<file path="config.mk">
export PLATFORM = sky130hd
export DESIGN_NAME = core_top
export DESIGN_NICKNAME = d
export VERILOG_FILES = /design/src/logic/core_isa_pkg.sv /design/src/logic/core_pipe_pkg.sv /design/src/logic/core_decode.sv /design/src/logic/core_execute.sv /design/src/logic/core_fetch.sv /design/src/logic/core_memory.sv /design/src/logic/core_regfile.sv /design/src/logic/core_top.sv
export SDC_FILE = /design/constraint.sdc
export NUM_CORES = 1
export LEC_CHECK = 0
export BUFFER_PORTS_ARGS = -buffer_cell sky130_fd_sc_hd__buf_2
export CORE_ASPECT_RATIO = 0.6
export CORE_MARGIN = 2
export CORE_UTILIZATION = 30
export DETAILED_ROUTE_END_ITERATION = 10
export PLACE_DENSITY = 0.55
export SLEW_MARGIN = 10
export SYNTH_ARGS = -nofsm -noshare
export SYNTH_HDL_FRONTEND = slang
export SYNTH_SLANG_ARGS = --single-unit
</file>
<file path="constraint.sdc">
create_clock -name i_clk -period 3.8 [get_ports i_clk]
set_input_delay 0.19 -clock i_clk [delete_from_list [all_inputs] [get_ports i_clk]]
set_output_delay 0.19 -clock i_clk [all_outputs]
set_load 0.01 [all_outputs]
</file>
<file path="src/logic/core_isa_pkg.sv">
/*
 * Instruction set of the 16-bit load/store core: six opcodes, eight registers.
 * Opcodes 6 and 7 are reserved and execute as no-operations.
 */
`default_nettype none

package core_isa_pkg;

    typedef logic [15:0] word_t;
    typedef logic [2:0] reg_idx_t;
    typedef logic signed [6:0] simm_t;
    typedef logic [9:0] limm_t;

    typedef enum logic [2:0] {
        ADD  = 3'd0,
        ADDI = 3'd1,
        NAND = 3'd2,
        LUI  = 3'd3,
        SW   = 3'd4,
        LW   = 3'd5,
        RSV6 = 3'd6,
        RSV7 = 3'd7
    } opcode_e;

    typedef enum logic {
        ALU_ADD  = 1'b0,
        ALU_NAND = 1'b1
    } alu_op_e;

    // ------------------------------
    // Instruction formats
    // ------------------------------

    // ADD, NAND
    typedef struct packed {
        opcode_e    opcode;
        reg_idx_t   reg_a;
        reg_idx_t   reg_b;
        logic [3:0] pad;
        reg_idx_t   reg_c;
    } inst_rrr_t;

    // ADDI, SW, LW
    typedef struct packed {
        opcode_e  opcode;
        reg_idx_t reg_a;
        reg_idx_t reg_b;
        simm_t    simm;
    } inst_rri_t;

    // LUI
    typedef struct packed {
        opcode_e  opcode;
        reg_idx_t reg_a;
        limm_t    limm;
    } inst_ri_t;

endpackage

`default_nettype wire

</file>
<file path="src/logic/core_pipe_pkg.sv">
/*
 * Pipeline registers between the stages. Every struct carries its own valid
 * or enable bit, and payload fields mean nothing while that bit is low.
 */
`default_nettype none

package core_pipe_pkg;

    import core_isa_pkg::*;

    // Fetch to decode
    typedef struct packed {
        logic  valid;
        word_t inst;
    } fetch_reg_t;

    // Decode to execute, operands are read from the register file later
    typedef struct packed {
        logic     valid;
        opcode_e  op;
        reg_idx_t tgt;
        reg_idx_t src1;
        reg_idx_t src2;
        word_t    imm;
    } decode_reg_t;

    // Execute to memory
    typedef struct packed {
        logic     valid;
        opcode_e  op;
        reg_idx_t tgt;
        word_t    result;
        word_t    st_data;
    } exec_reg_t;

    // Register write, also used as a forwarding source
    typedef struct packed {
        logic     en;
        reg_idx_t tgt;
        word_t    data;
    } reg_write_t;

endpackage

`default_nettype wire

</file>
<file path="src/logic/core_decode.sv">
/*
 * Field split and immediate forming. Register indices are driven from the
 * decode register, so operands are read during the execute cycle.
 */
`timescale 1ns/100ps
`default_nettype none

module core_decode
    import core_isa_pkg::*, core_pipe_pkg::*;
(
    input  wire logic       i_clk,
    input  wire logic       i_rst,
    input  wire logic       i_stall,
    input  wire fetch_reg_t i_fetch,
    output reg_idx_t        o_rd_idx1,
    output reg_idx_t        o_rd_idx2,
    output decode_reg_t     o_decode
);

    inst_rrr_t   rrr;
    inst_rri_t   rri;
    inst_ri_t    ri;
    word_t       simm_ext;
    decode_reg_t dec_next;

    assign rrr = i_fetch.inst;
    assign rri = i_fetch.inst;
    assign ri  = i_fetch.inst;

    assign simm_ext = {{9{rri.simm[6]}}, rri.simm};

    always_comb begin
        dec_next       = '0;
        dec_next.valid = i_fetch.valid;
        dec_next.op    = rrr.opcode;
        case (rrr.opcode)
            ADD, NAND: begin
                dec_next.tgt  = rrr.reg_a;
                dec_next.src1 = rrr.reg_b;
                dec_next.src2 = rrr.reg_c;
            end
            ADDI, LW: begin
                dec_next.tgt  = rri.reg_a;
                dec_next.src1 = rri.reg_b;
                dec_next.imm  = simm_ext;
            end
            LUI: begin
                // Upper ten bits, r0 as base
                dec_next.tgt = ri.reg_a;
                dec_next.imm = {ri.limm, 6'b0};
            end
            SW: begin
                // Store data travels as source 2
                dec_next.src1 = rri.reg_b;
                dec_next.src2 = rri.reg_a;
                dec_next.imm  = simm_ext;
            end
            default: begin
                dec_next.valid = 1'b0;
            end
        endcase
    end

    always_ff @(posedge i_clk) begin
        if (i_rst) begin
            o_decode.valid <= 1'b0;
        end else if (!i_stall) begin
            o_decode <= dec_next;
        end
    end

    assign o_rd_idx1 = o_decode.src1;
    assign o_rd_idx2 = o_decode.src2;

endmodule

`default_nettype wire

</file>
<file path="src/logic/core_execute.sv">
/*
 * Forwarding, load-use stall and ALU. A dependent instruction right behind
 * a load waits exactly one cycle; all other dependences forward.
 */
`timescale 1ns/100ps
`default_nettype none

module core_execute
    import core_isa_pkg::*, core_pipe_pkg::*;
(
    input  wire logic        i_clk,
    input  wire logic        i_rst,
    input  wire decode_reg_t i_decode,
    input  wire word_t       i_rd_data1,
    input  wire word_t       i_rd_data2,
    input  wire reg_write_t  i_mem_fwd,
    output logic             o_stall,
    output exec_reg_t        o_exec
);

    word_t     op1;
    word_t     op2;
    word_t     alu_b;
    alu_op_e   alu_op;
    exec_reg_t exec_next;

    // ------------------------------
    // Operand forwarding
    // ------------------------------

    // Youngest producer wins and r0 never forwards
    function automatic word_t fwd_operand(input reg_idx_t src, input word_t rf_data);
        word_t val;
        if (o_exec.valid && o_exec.tgt != reg_idx_t'(0) && o_exec.tgt == src) begin
            val = o_exec.result;
        end else if (i_mem_fwd.en && i_mem_fwd.tgt != reg_idx_t'(0)
                     && i_mem_fwd.tgt == src) begin
            val = i_mem_fwd.data;
        end else begin
            val = rf_data;
        end
        return val;
    endfunction

    always_comb begin
        op1 = fwd_operand(i_decode.src1, i_rd_data1);
        op2 = fwd_operand(i_decode.src2, i_rd_data2);
    end

    // Load data is not ready until the memory stage
    assign o_stall = o_exec.valid && o_exec.op == LW && o_exec.tgt != reg_idx_t'(0)
                     && (o_exec.tgt == i_decode.src1 || o_exec.tgt == i_decode.src2);

    // ------------------------------
    // ALU
    // ------------------------------

    always_comb begin
        case (i_decode.op)
            ADD: begin
                alu_op = ALU_ADD;
                alu_b  = op2;
            end
            NAND: begin
                alu_op = ALU_NAND;
                alu_b  = op2;
            end
            // Address and immediate forms
            default: begin
                alu_op = ALU_ADD;
                alu_b  = i_decode.imm;
            end
        endcase
    end

    always_comb begin
        exec_next.valid   = i_decode.valid;
        exec_next.op      = i_decode.op;
        exec_next.tgt     = i_decode.tgt;
        exec_next.result  = (alu_op == ALU_NAND) ? ~(op1 & alu_b) : op1 + alu_b;
        exec_next.st_data = op2;
    end

    always_ff @(posedge i_clk) begin
        if (i_rst || o_stall) begin
            // Bubble
            o_exec.valid <= 1'b0;
        end else begin
            o_exec <= exec_next;
        end
    end

    // The bubble resolves the hazard, so stalls come singly
    a_stall_single: assert property (@(posedge i_clk) disable iff (i_rst)
        o_stall |=> !o_stall);

    a_bubble_invalid: assert property (@(posedge i_clk) disable iff (i_rst)
        o_stall |=> !o_exec.valid);

endmodule

`default_nettype wire

</file>
<file path="src/logic/core_fetch.sv">
/*
 * Program counter and fetch register. Instruction memory must answer
 * combinationally for o_pc within the same cycle.
 */
`timescale 1ns/100ps
`default_nettype none

module core_fetch
    import core_isa_pkg::*, core_pipe_pkg::*;
#(
    parameter word_t P_RESET_PC = '0
) (
    input  wire logic  i_clk,
    input  wire logic  i_rst,
    input  wire logic  i_stall,
    input  wire word_t i_inst,
    output word_t      o_pc,
    output fetch_reg_t o_fetch
);

    always_ff @(posedge i_clk) begin
        if (i_rst) begin
            o_pc          <= P_RESET_PC;
            o_fetch.valid <= 1'b0;
        end else if (!i_stall) begin
            o_pc          <= o_pc + word_t'(1);
            o_fetch.valid <= 1'b1;
            o_fetch.inst  <= i_inst;
        end
    end

    // Load-use stall freezes the front end
    a_pc_hold: assert property (@(posedge i_clk) disable iff (i_rst)
        i_stall |=> $stable(o_pc));

endmodule

`default_nettype wire

</file>
<file path="src/logic/core_memory.sv">
/*
 * Data memory port and memory register. The data memory must return read
 * data combinationally for o_mem_addr and write on the rising edge.
 */
`timescale 1ns/100ps
`default_nettype none

module core_memory
    import core_isa_pkg::*, core_pipe_pkg::*;
(
    input  wire logic      i_clk,
    input  wire logic      i_rst,
    input  wire exec_reg_t i_exec,
    input  wire word_t     i_mem_rd_data,
    output word_t          o_mem_addr,
    output word_t          o_mem_wr_data,
    output logic           o_mem_wr_en,
    output reg_write_t     o_fwd,
    output reg_write_t     o_wr
);

    assign o_mem_addr    = i_exec.result;
    assign o_mem_wr_data = i_exec.st_data;
    assign o_mem_wr_en   = i_exec.valid && i_exec.op == SW;

    // SW carries target zero and so writes nothing
    assign o_fwd.en   = i_exec.valid && i_exec.tgt != reg_idx_t'(0);
    assign o_fwd.tgt  = i_exec.tgt;
    assign o_fwd.data = (i_exec.op == LW) ? i_mem_rd_data : i_exec.result;

    always_ff @(posedge i_clk) begin
        if (i_rst) begin
            o_wr.en <= 1'b0;
        end else begin
            o_wr <= o_fwd;
        end
    end

endmodule

`default_nettype wire

</file>
<file path="src/logic/core_regfile.sv">
/*
 * Eight registers with r0 reading zero. Reads are combinational and see a
 * write presented in the same cycle.
 */
`timescale 1ns/100ps
`default_nettype none

module core_regfile
    import core_isa_pkg::*, core_pipe_pkg::*;
(
    input  wire logic       i_clk,
    input  wire logic       i_rst,
    input  wire reg_idx_t   i_rd_idx1,
    input  wire reg_idx_t   i_rd_idx2,
    output word_t           o_rd_data1,
    output word_t           o_rd_data2,
    input  wire reg_write_t i_wr
);

    word_t regs [1:7];

    function automatic word_t read_port(input reg_idx_t idx);
        word_t val;
        if (idx == reg_idx_t'(0)) begin
            val = '0;
        end else if (i_wr.en && i_wr.tgt == idx) begin
            // Write-through
            val = i_wr.data;
        end else begin
            val = regs[idx];
        end
        return val;
    endfunction

    always_comb begin
        o_rd_data1 = read_port(i_rd_idx1);
        o_rd_data2 = read_port(i_rd_idx2);
    end

    always_ff @(posedge i_clk) begin
        if (i_rst) begin
            for (int i = 1; i < 8; i++) begin
                regs[i] <= '0;
            end
        end else if (i_wr.en && i_wr.tgt != reg_idx_t'(0)) begin
            regs[i_wr.tgt] <= i_wr.data;
        end
    end

endmodule

`default_nettype wire

</file>
<file path="src/logic/core_top.sv">
/*
 * Five-stage core without control flow. Instruction and data memories sit
 * outside and answer combinationally; there is no external back-pressure.
 */
`timescale 1ns/100ps
`default_nettype none

module core_top
    import core_isa_pkg::*, core_pipe_pkg::*;
#(
    parameter word_t P_RESET_PC = '0
) (
    input  wire logic  i_clk,
    input  wire logic  i_rst,
    input  wire word_t i_inst,
    output word_t      o_pc,
    input  wire word_t i_mem_rd_data,
    output word_t      o_mem_addr,
    output word_t      o_mem_wr_data,
    output logic       o_mem_wr_en
);

    logic        stall;
    fetch_reg_t  fetch;
    decode_reg_t decode;
    exec_reg_t   exec;
    reg_write_t  wr;
    reg_idx_t    rd_idx1;
    reg_idx_t    rd_idx2;
    word_t       rd_data1;
    word_t       rd_data2;

    core_fetch #(
        .P_RESET_PC(P_RESET_PC)
    ) i_fetch (
        .i_clk  (i_clk),
        .i_rst  (i_rst),
        .i_stall(stall),
        .i_inst (i_inst),
        .o_pc   (o_pc),
        .o_fetch(fetch)
    );

    core_decode i_decode (
        .i_clk    (i_clk),
        .i_rst    (i_rst),
        .i_stall  (stall),
        .i_fetch  (fetch),
        .o_rd_idx1(rd_idx1),
        .o_rd_idx2(rd_idx2),
        .o_decode (decode)
    );

    core_regfile i_regfile (
        .i_clk     (i_clk),
        .i_rst     (i_rst),
        .i_rd_idx1 (rd_idx1),
        .i_rd_idx2 (rd_idx2),
        .o_rd_data1(rd_data1),
        .o_rd_data2(rd_data2),
        .i_wr      (wr)
    );

    core_execute i_execute (
        .i_clk     (i_clk),
        .i_rst     (i_rst),
        .i_decode  (decode),
        .i_rd_data1(rd_data1),
        .i_rd_data2(rd_data2),
        .i_mem_fwd (wr),
        .o_stall   (stall),
        .o_exec    (exec)
    );

    // Memory register feeds both writeback and forwarding
    core_memory i_memory (
        .i_clk        (i_clk),
        .i_rst        (i_rst),
        .i_exec       (exec),
        .i_mem_rd_data(i_mem_rd_data),
        .o_mem_addr   (o_mem_addr),
        .o_mem_wr_data(o_mem_wr_data),
        .o_mem_wr_en  (o_mem_wr_en),
        .o_fwd        (),
        .o_wr         (wr)
    );

endmodule

`default_nettype wire

</file>
## Word-level counts from Yosys, hierarchy flattened

Memories as Yosys holds them, arrays and structs flattened. A register that Yosys moved wholly into a read port is not among the register bits.
Cells that the tools add are included.

| word-level totals | value |
|---|---|
| memories kept | 1 |
| word-level logic and storage cells | 90 |
| output and inout bits | 49 |
| RAM bits | 112 |
| input bits | 34 |
| bits in registers | 121 |

| operators by class | value |
|---|---|
| muxes and demuxes | 26 |
| add/subtract/negate cells | 2 |
| equality and inequality tests | 12 |
| reduce and logical (&&, ||, !) cells | 28 |
| bitwise gates (word level) | 4 |

Memories:

| memory | words | bits a word | rd ports | clocked after Yosys merged registers in | wr ports | RTL line | text |
|---|---|---|---|---|---|---|---|
| i_regfile.regs | 7 | 16 | 2 | 2 | 7 | core_regfile.sv:20 | `word_t regs [1:7];` |

Operators by type and width:

| kind | count |
|---|---|
| two-way mux 16 bit | 12 |
| one-hot mux 16 bit (2 select lines) | 1 |
| adder 16 x 1 -> 16 bit, second input constant | 1 |
| adder 16 bit | 1 |
| bitwise AND 16 bit | 1 |
| inverter 16 bit | 1 |
| OR reduction 16 bit | 1 |
| == test 3 bit | 4 |
| == test 3 bit, second input constant | 4 |
| logical AND 1 bit | 12 |
| zero test 3 bit | 4 |
| two-way mux 3 bit | 4 |
| OR reduction 5 bit | 2 |
| == test 3 x 2 -> 1 bit, second input constant | 3 |
| two-way mux 1 bit | 8 |
| one-hot mux 3 bit (2 select lines) | 1 |
| nonzero test 3 bit | 2 |
| OR reduction 6 bit | 1 |
| OR reduction 2 bit | 2 |
| == test 3 x 1 -> 1 bit, second input constant | 1 |
| OR reduction 3 bit | 1 |
| logical OR 1 bit | 2 |
| inverter 1 bit | 2 |
| AND reduction 2 bit | 1 |

## Longest topological paths before layout

Gate-level depths: netlist (run 1).

| depth | value |
|---|---|
| word-level depth | 10 |
| depth in mapped cells | 14 |
| depth with buffers taken out | 11 |

## Hierarchy

From an unflattened synthesis (run 1), not the netlist that was laid out.

| unflattened totals | value |
|---|---|
| cells, all modules | 1,194 |
| area, all modules | 14,138.6 µm² |

By module, submodules not included:

| module | sequential area each (µm²) | area an instance (µm²) | cells each | instances |
|---|---|---|---|---|
| core_regfile | 3,843.7 | 7,109.3 | 537 | 1 |
| core_execute | 1,161.1 | 3,393.3 | 398 | 1 |
| core_fetch | 820.8 | 1,285.0 | 100 | 1 |
| core_decode | 860.8 | 1,217.4 | 82 | 1 |
| core_memory | 590.6 | 1,133.6 | 77 | 1 |

## Worst setup path before layout (run 1)

No wires, ideal clock.

| timing | value |
|---|---|
| path kind | reg-to-reg |
| start | register (tool-made name) |
| end | register i_execute.o_exec[31] in the netlist's numbering (data pin) |
| library setup time | 0.256 ns |
| cell stages (with the launch flop) | 14 |
| buffers on the path | 2 |
| data required time | 3.544 ns |
| clock period less this slack | 3.614 ns |
| path slack | 0.186 ns |
| arrival | 3.358 ns |
| path through | dfxtp_1 -> clkbuf_1 -> buf_2 -> mux4_2 -> mux2i_1 -> nand2_1 -> o211ai_1 -> a31oi_1 -> ha_1 -> and2_1 -> a221oi_2 -> a2111oi_0 -> or4_1 -> a31o_2 |

RTL lines:

| what | RTL line | text |
|---|---|---|
| end signal: assignment | core_execute.sv:89 | `o_exec <= exec_next;` |
| end: declaration | core_execute.sv:18 | `output exec_reg_t o_exec` |

==> impl_metrics.yaml, run 1 <==
synthesis:
  synth_area_um2: 13300
  yosys-top-cells-area: "edfxtp_1 (52%), mux4_2 (11%), and2_1 (6.2%)"
  synthArstFlopShare_pct: 0
  yosys.area.top_type: "edfxtp_1"
  yosys_register_bits: 255
  synth_cell_types: 58
  synth.yosys.seq_area_share_pct: 55.6
  avgSynthCellArea_um2: 12.9
  synth-edff-count: 229
  synthCells: 1031
  netlist.area_leader.share_pct: 51.7
  ys_warn_count: 0
  ys.flop_type: "edfxtp_1"
critical_path:
  endpoint_kind: "register"
  crit_end: "i_execute.o_exec[25]"
  timing.rr.end: "i_execute.o_exec[25]"
  slowest_stage: "mux4_2"
  crit_path_cell_trace: "buf_12, mux4_2, mux2i_1, nand2_1, o211ai_1, a31oi_1, ha_1, a21o_1, nand3_1, a21oi_1, buf_4, o21ai_0, a31o_2"
  reg2reg_depth: 13
  path_class: "register to register"
  worstPathMaxFanout: 12
  critPathMaxStageDelay_ns: 0.51
  critPathRequiredTime_ns: 4.09
  crit_arrival_ns: 4.00
  reg2reg_slack_ns: 0.1
  cp-start-kind: "register"
drt:
  wl_um: 37600
  routedLengthMet1_um: 18700
  routed_via_density: 5.20
  ant_nets: 0
  num_vias: 9098
  drc: 12
  wl_met3_um: 3170
  top_layer: "met4"
  drt_pass1_iterations: 8
  drt_first_iter_violations: 1055
  wire_per_inst_um: 21.5
  route.met2.wl_um: 15100
sta:
  tightest_slew_ns: 0.969
  fin_ws_ns: 0.0965
  max_freq_mhz: 270
  hold_viol_final: 0
  setup-violations-final: 0
  slew_viol_final: 0
  whs_ns: 0.0271
  max_slew_margin_pct: 35.3
  period_needed_ns: 3.70
  fin_setup_tns_ns: 0
  fin_worst_skew_ns: 0.0128
  min_period_over_period_pct: 97.5
power:
  p_per_area_nw_per_um2: 473
  power.total_w: 0.00748
  peakVddDrop_mv: 0.271
  p_leak_nw: 5.89
global_routing:
  grt_max_degree: 42
  grt_pass1_vias: 8620
  grt_pass1_wl_um: 55700
  gr-total-overflow: 0
  grt.total_usage_pct: 16.1
  grt_antenna_before_repair: 0
clock_tree:
  cts_tree: "done"
  cts_buffers: 24
  htreeDepth: 1
  cts.sinks: 255
  cts-root-buf: "clkbuf_16"
  clkSlewWorstSetupHoldPaths_ns: 0.07
  clkLatencyLatePin_ns: 0.54
  cts_buffer_depth: 3
layout:
  fin_nets: 1204
  drive_gt1_share_pct: 24.4
  layout.cells.non_filler: 1750
  syn_to_final_growth_pct: 18.9
floorplanning:
  die_height_um: 167
  initial_utilization_pct: 30.5
  io_pins: 83
  die_area_um2: 46100
  dieWidth_um: 276
  core_area_um2: 43600
  rows: 59
placement:
  place_inst: 1672
  place.port_buffers: 82
  pre_cts_ws_ns: 0.0590
  gp_congestion: 0.889
  dp.final_hpwl_um: 25800
flow_run:
  drv_cap: 0
run_status:
  violations: "DRC"
  outcome: "complete, but fails checks"
worst_hold_path:
  hp-class: "primary input to register"
-- report_power, final --
group	total [W]	internal [W]	leakage, nW	switching (W)
sequential	0.00354	0.00331	2.53	0.000231
clock	0.00258	0.00146	0.409	0.00112
combinational	0.00136	0.000637	2.95	0.000725
-- Yosys cell counts, types with 12 or more instances --
cell        n
nand3_1    12
a31oi_1    17
mux2i_1    37
mux4_2     64
a21o_1     12
and2_1    131
nand2_1   103
mux2_2     16
edfxtp_1  229
ha_1       18
buf_4      32
o211ai_1   17
or3_1      12
nor2_1     48
o21ai_0    54
dfxtp_1    26
xnor2_1    14
clkbuf_1   39
a21oi_1    31
-- critical path: cells and delay by family (launching register included) --
family                     cells  cell delay [ns]
AOI/OAI and AO/OA              6             1.21
muxes                          2             0.75
adders and majority gates      1             0.41
buffers and inverters          2             0.38
and+or+nand+nor                2             0.35
DFF                            1             0.34
-- stage by stage --
step           instance area, um2  util [%]
3_3_place_gp                14600      33.5
6_report                    15800      36.3
3_5_place_dp                14600      33.5
4_1_cts                     15700      36.1
5_1_grt                     15800      36.3
2_1_floorplan               13400         -
-- worst min-delay path by stage --
stage / from / endpoint / slack [ns] / cells after the start
final: i_mem_rd_data[4] / i_memory.o_wr[4] / 0.03 / 2
after global routing: i_mem_rd_data[4] / i_memory.o_wr[4] / 0.003 / 2
after CTS: i_mem_rd_data[4] / i_memory.o_wr[4] / 0.02 / 2
after detailed placement: i_inst[11] / i_fetch.o_fetch[11] / 0.37 / 1
after global placement: i_inst[13] / i_fetch.o_fetch[13] / 0.37 / 1
after floorplan: i_inst[0] / i_fetch.o_fetch[0] / 0.29 / 0
-- cell families after synthesis --
kind of cell               synth area share (%)
and+or+nand+nor                            13.7
DFF                                        55.6
AOI/OAI and AO/OA                          8.26
muxes                                      15.7
buffers and inverters                      3.74
xor gates and xnor gates                   1.32
adders and majority gates                  1.69
other                                    0.0282
-- layer usage --
metal	track usage [%]	vias to the layer above
met3	3.64	45
met5	0	-
met2	21.3	356
met1	26.4	4589
met4	2.99	0
li1	-	4108
-- registers in the layout, indices dropped and copies added, names as in the netlist, named ones only --
register / flops
i_execute.o_exec: 39
i_decode.o_rd_idx2: 3
i_memory.o_wr: 20
i_decode.o_rd_idx1: 3
i_decode.o_decode: 23
i_fetch.o_fetch: 17
i_regfile.regs: 128
i_fetch.o_pc: 16
-- cells in the final DEF, fill, tap and decap left out, types with 5 or more instances in the layout --
cell type / count
edfxtp_1: 229
and2_1: 131
nand2_1: 103
buf_2: 82
mux4_2: 64
o21ai_0: 48
nor2_1: 46
buf_4: 38
mux2i_1: 36
a21oi_1: 31
dlygate4sd3_1: 31
clkbuf_16: 28
dfxtp_1: 24
ha_1: 18
o211ai_1: 17
a31oi_1: 17
mux2_2: 16
conb_1: 16
xnor2_1: 14
nand3_1: 12
or3_1: 12
a21o_1: 12
buf_12: 11
o31ai_1: 9
nand4_1: 8
inv_1: 7
o21ai_1: 7
or2_2: 6
or4_1: 6
xor2_1: 6
mux2_4: 6
clkinv_2: 6
nor3_1: 5
nor2b_1: 5
o21a_1: 5
-- repair_timing --
| item | CTS | global route |
|---|---|---|
| gates resized for setup | 0 | 10 |
| buffers inserted | 0 | 1 |
| endpoints found under the hold margin | 30 | 1 |
| hold buffers | 30 | 1 |
| setup endpoints to repair | 0 | 7 |
-- area by class of cell --
type                       instances  area [um2]
clock buffer                      31         711
timing repair buffer             165        1290
sequential                       255        7400
fill                            4215       27700
multi-input combinational        699        5540
antenna                            1        2.50
inverter                           7        26.3
tap                              579         724
clock inverter                    13         121
(Power assumes the default switching activity.)
==> run 2, diff against run 1 <==
--- a/config.mk
+++ b/config.mk
@@ -10,7 +10,8 @@
 export CORE_MARGIN = 2
 export CORE_UTILIZATION = 30
 export DETAILED_ROUTE_END_ITERATION = 10
-export PLACE_DENSITY = 0.55
+export PLACE_DENSITY = 0.53
+export RECOVER_POWER = 100
 export SLEW_MARGIN = 10
 export SYNTH_ARGS = -nofsm -noshare
 export SYNTH_HDL_FRONTEND = slang
==> constraint.sdc (replaced) <==
create_clock -name i_clk -period 3.7 [get_ports i_clk]
set_input_delay 0.185 -clock i_clk [delete_from_list [all_inputs] [get_ports i_clk]]
set_output_delay 0.185 -clock i_clk [all_outputs]
set_load 0.01 [all_outputs]
==> impl_metrics.yaml, run 2 (synthesized netlist as in run 1, its figures left out) <==
layout:
  syn_to_final_growth_pct: 19.6
  final_cell_mix: "edfxtp_1 (229), nand2_1 (103), and2_1 (76)"
  fillers: 4221
  largest_reg_flops: 128
  regMostFlops: "i_regfile.regs"
  drive_gt1_share_pct: 21.1
  seqCellArea_um2: 7400
  layout.cells.non_filler: 1775
  multi_input_area_um2: 5560
  final_common_cell: "edfxtp_1"
  fin_nets: 1229
  largestRegisters: "i_regfile.regs x128, i_execute.o_exec x39, i_decode.o_decode x23"
  stdcell_area_um2: 15900
critical_path:
  endpoint_kind: "register"
  crit_path_cell_trace: "buf_12, buf_16, buf_4, mux4_2, mux2i_1, nand2_1, o211ai_1, a31oi_1, ha_1, and2_1, nand2_1, a2111oi_2, or4_1, a31o_2"
  path_class: "register to register"
  cp-start-kind: "register"
  crit_arrival_ns: 3.88
  critPathMaxStageDelay_ns: 0.49
  critPathRequiredTime_ns: 4.00
  worstPathMaxFanout: 9
  slowest_stage: "mux4_2"
  cpMostUsedCell: "nand2_1"
  crit_family: "simple AND/OR/NAND/NOR gates"
  cp_num_buf_inv: 3
drt:
  drc: 3
  routed_via_density: 5.16
  drt_pass1_iterations: 8
  ant_nets: 0
  num_vias: 9152
  drt_first_iter_violations: 961
  wl_um: 38700
  wire_per_inst_um: 21.8
clock_tree:
  cts-root-buf: "clkbuf_16"
  htreeDepth: 1
  cts_tree: "done"
  cts.sinks: 255
  cts_buffer_depth: 3
  clkSlewWorstSetupHoldPaths_ns: 0.07
  clkLatencyLatePin_ns: 0.55
  cts_buffers: 25
sta:
  fin_worst_skew_ns: 0.0129
  setup-violations-final: 0
  rsz0062_at_grt: "yes"
  min_period_over_period_pct: 96.7
  tightest_slew_ns: 1.65
  slew_viol_final: 37
  hold_viol_final: 0
  whs_ns: 0.338
  max_freq_mhz: 280
  max_slew_margin_pct: -9.79
  period_needed_ns: 3.58
global_routing:
  grt_pass1_wl_um: 57500
  grt_pass1_vias: 8761
  grt.total_usage_pct: 16.7
  gr-total-overflow: 0
  grt_antenna_before_repair: 1
  grt_max_degree: 54
worst_hold_path:
  hp-class: "primary input to register"
placement:
  place.port_buffers: 82
  gp_congestion: 0.866
  dp.final_hpwl_um: 26200
  place_inst: 1689
  placed_area_um2: 14700
floorplanning:
  die_area_um2: 46100
  dieWidth_um: 276
  core_area_um2: 43600
  initial_utilization_pct: 30.5
  io_pins: 83
  rows: 59
  die_height_um: 167
run_status:
  outcome: "complete, but fails checks"
  violations: "DRC, capacitance limit, slew limit"
flow_run:
  drv_cap: 2
power:
  p_per_area_nw_per_um2: 487
  peakVddDrop_mv: 0.292
  p_leak_nw: 5.76
==> run 2: cell type report <==
cell class,instances,share of cell area [%]
Sequential cell,255,46.5
Antenna cell,1,0.0157
Tap cell,579,4.55
Clock inverter,9,0.613
Clock buffer,36,4.66
Inverter,7,0.165
Timing Repair Buffer,189,8.53
Multi-Input combinational cell,699,34.9
==> run 2: final timing paths <==
check / from / end / slack, ns / cells after the start
setup / recovery: register / i_execute.o_exec[31] / 0.12 / 14
hold / removal: i_rst / i_decode.o_decode[28] / 0.34 / 2
setup reg to reg: register / i_execute.o_exec[31] / 0.12 / 14
hold reg to reg: i_decode.o_decode[22] / i_execute.o_exec[32] / 0.43 / 0
==> run 2: where the power goes <==
part           switching (W)  total [W]  internal, W
Sequential          0.000234    0.00364      0.00340
Clock                0.00114    0.00268      0.00153
Combinational       0.000762    0.00144     0.000675
==> run 2: worst reg2reg max path: stages, from the launching register on <==
cell       delay [ns]
dfxtp_2          0.38
buf_12           0.17
buf_16           0.16
buf_4            0.12
mux4_2           0.49
mux2i_1          0.19
nand2_1          0.07
o211ai_1         0.11
a31oi_1          0.12
ha_1             0.39
and2_1           0.21
nand2_1          0.19
a2111oi_2        0.08
or4_1            0.41
a31o_2           0.25
==> run 2: metrics by stage <==
step / power (W) / utilization [%] / worst slack [ns] / TNS (ns)
after global placement: 0.00507 / 33.7 / 0.0633 / 0
after global routing: 0.00808 / 36.5 / -0.0294 / -0.0294
after detailed placement: 0.00507 / 33.7 / 0.0591 / 0
after CTS: 0.00779 / 36.4 / 0.0120 / 0
final: 0.00775 / 36.5 / 0.123 / 0
after floorplan: 0.00455 / - / 0.0863 / 0
==> run 2: what timing repair did <==
action,in CTS,in global routing
resized for setup,0,17
setup buffers,0,7
setup endpoints to repair,0,9
hold buffers,32,0
endpoints found under the hold margin,32,0
==> run 2: routing by layer <==
metal	GRT usage (%)	wire (um)	up-vias
met4	2.81	508	0
li1	-	-	4149
met3	4.12	3120	31
met1	26.9	19200	4646
met5	0	0	-
met2	22.4	15800	326
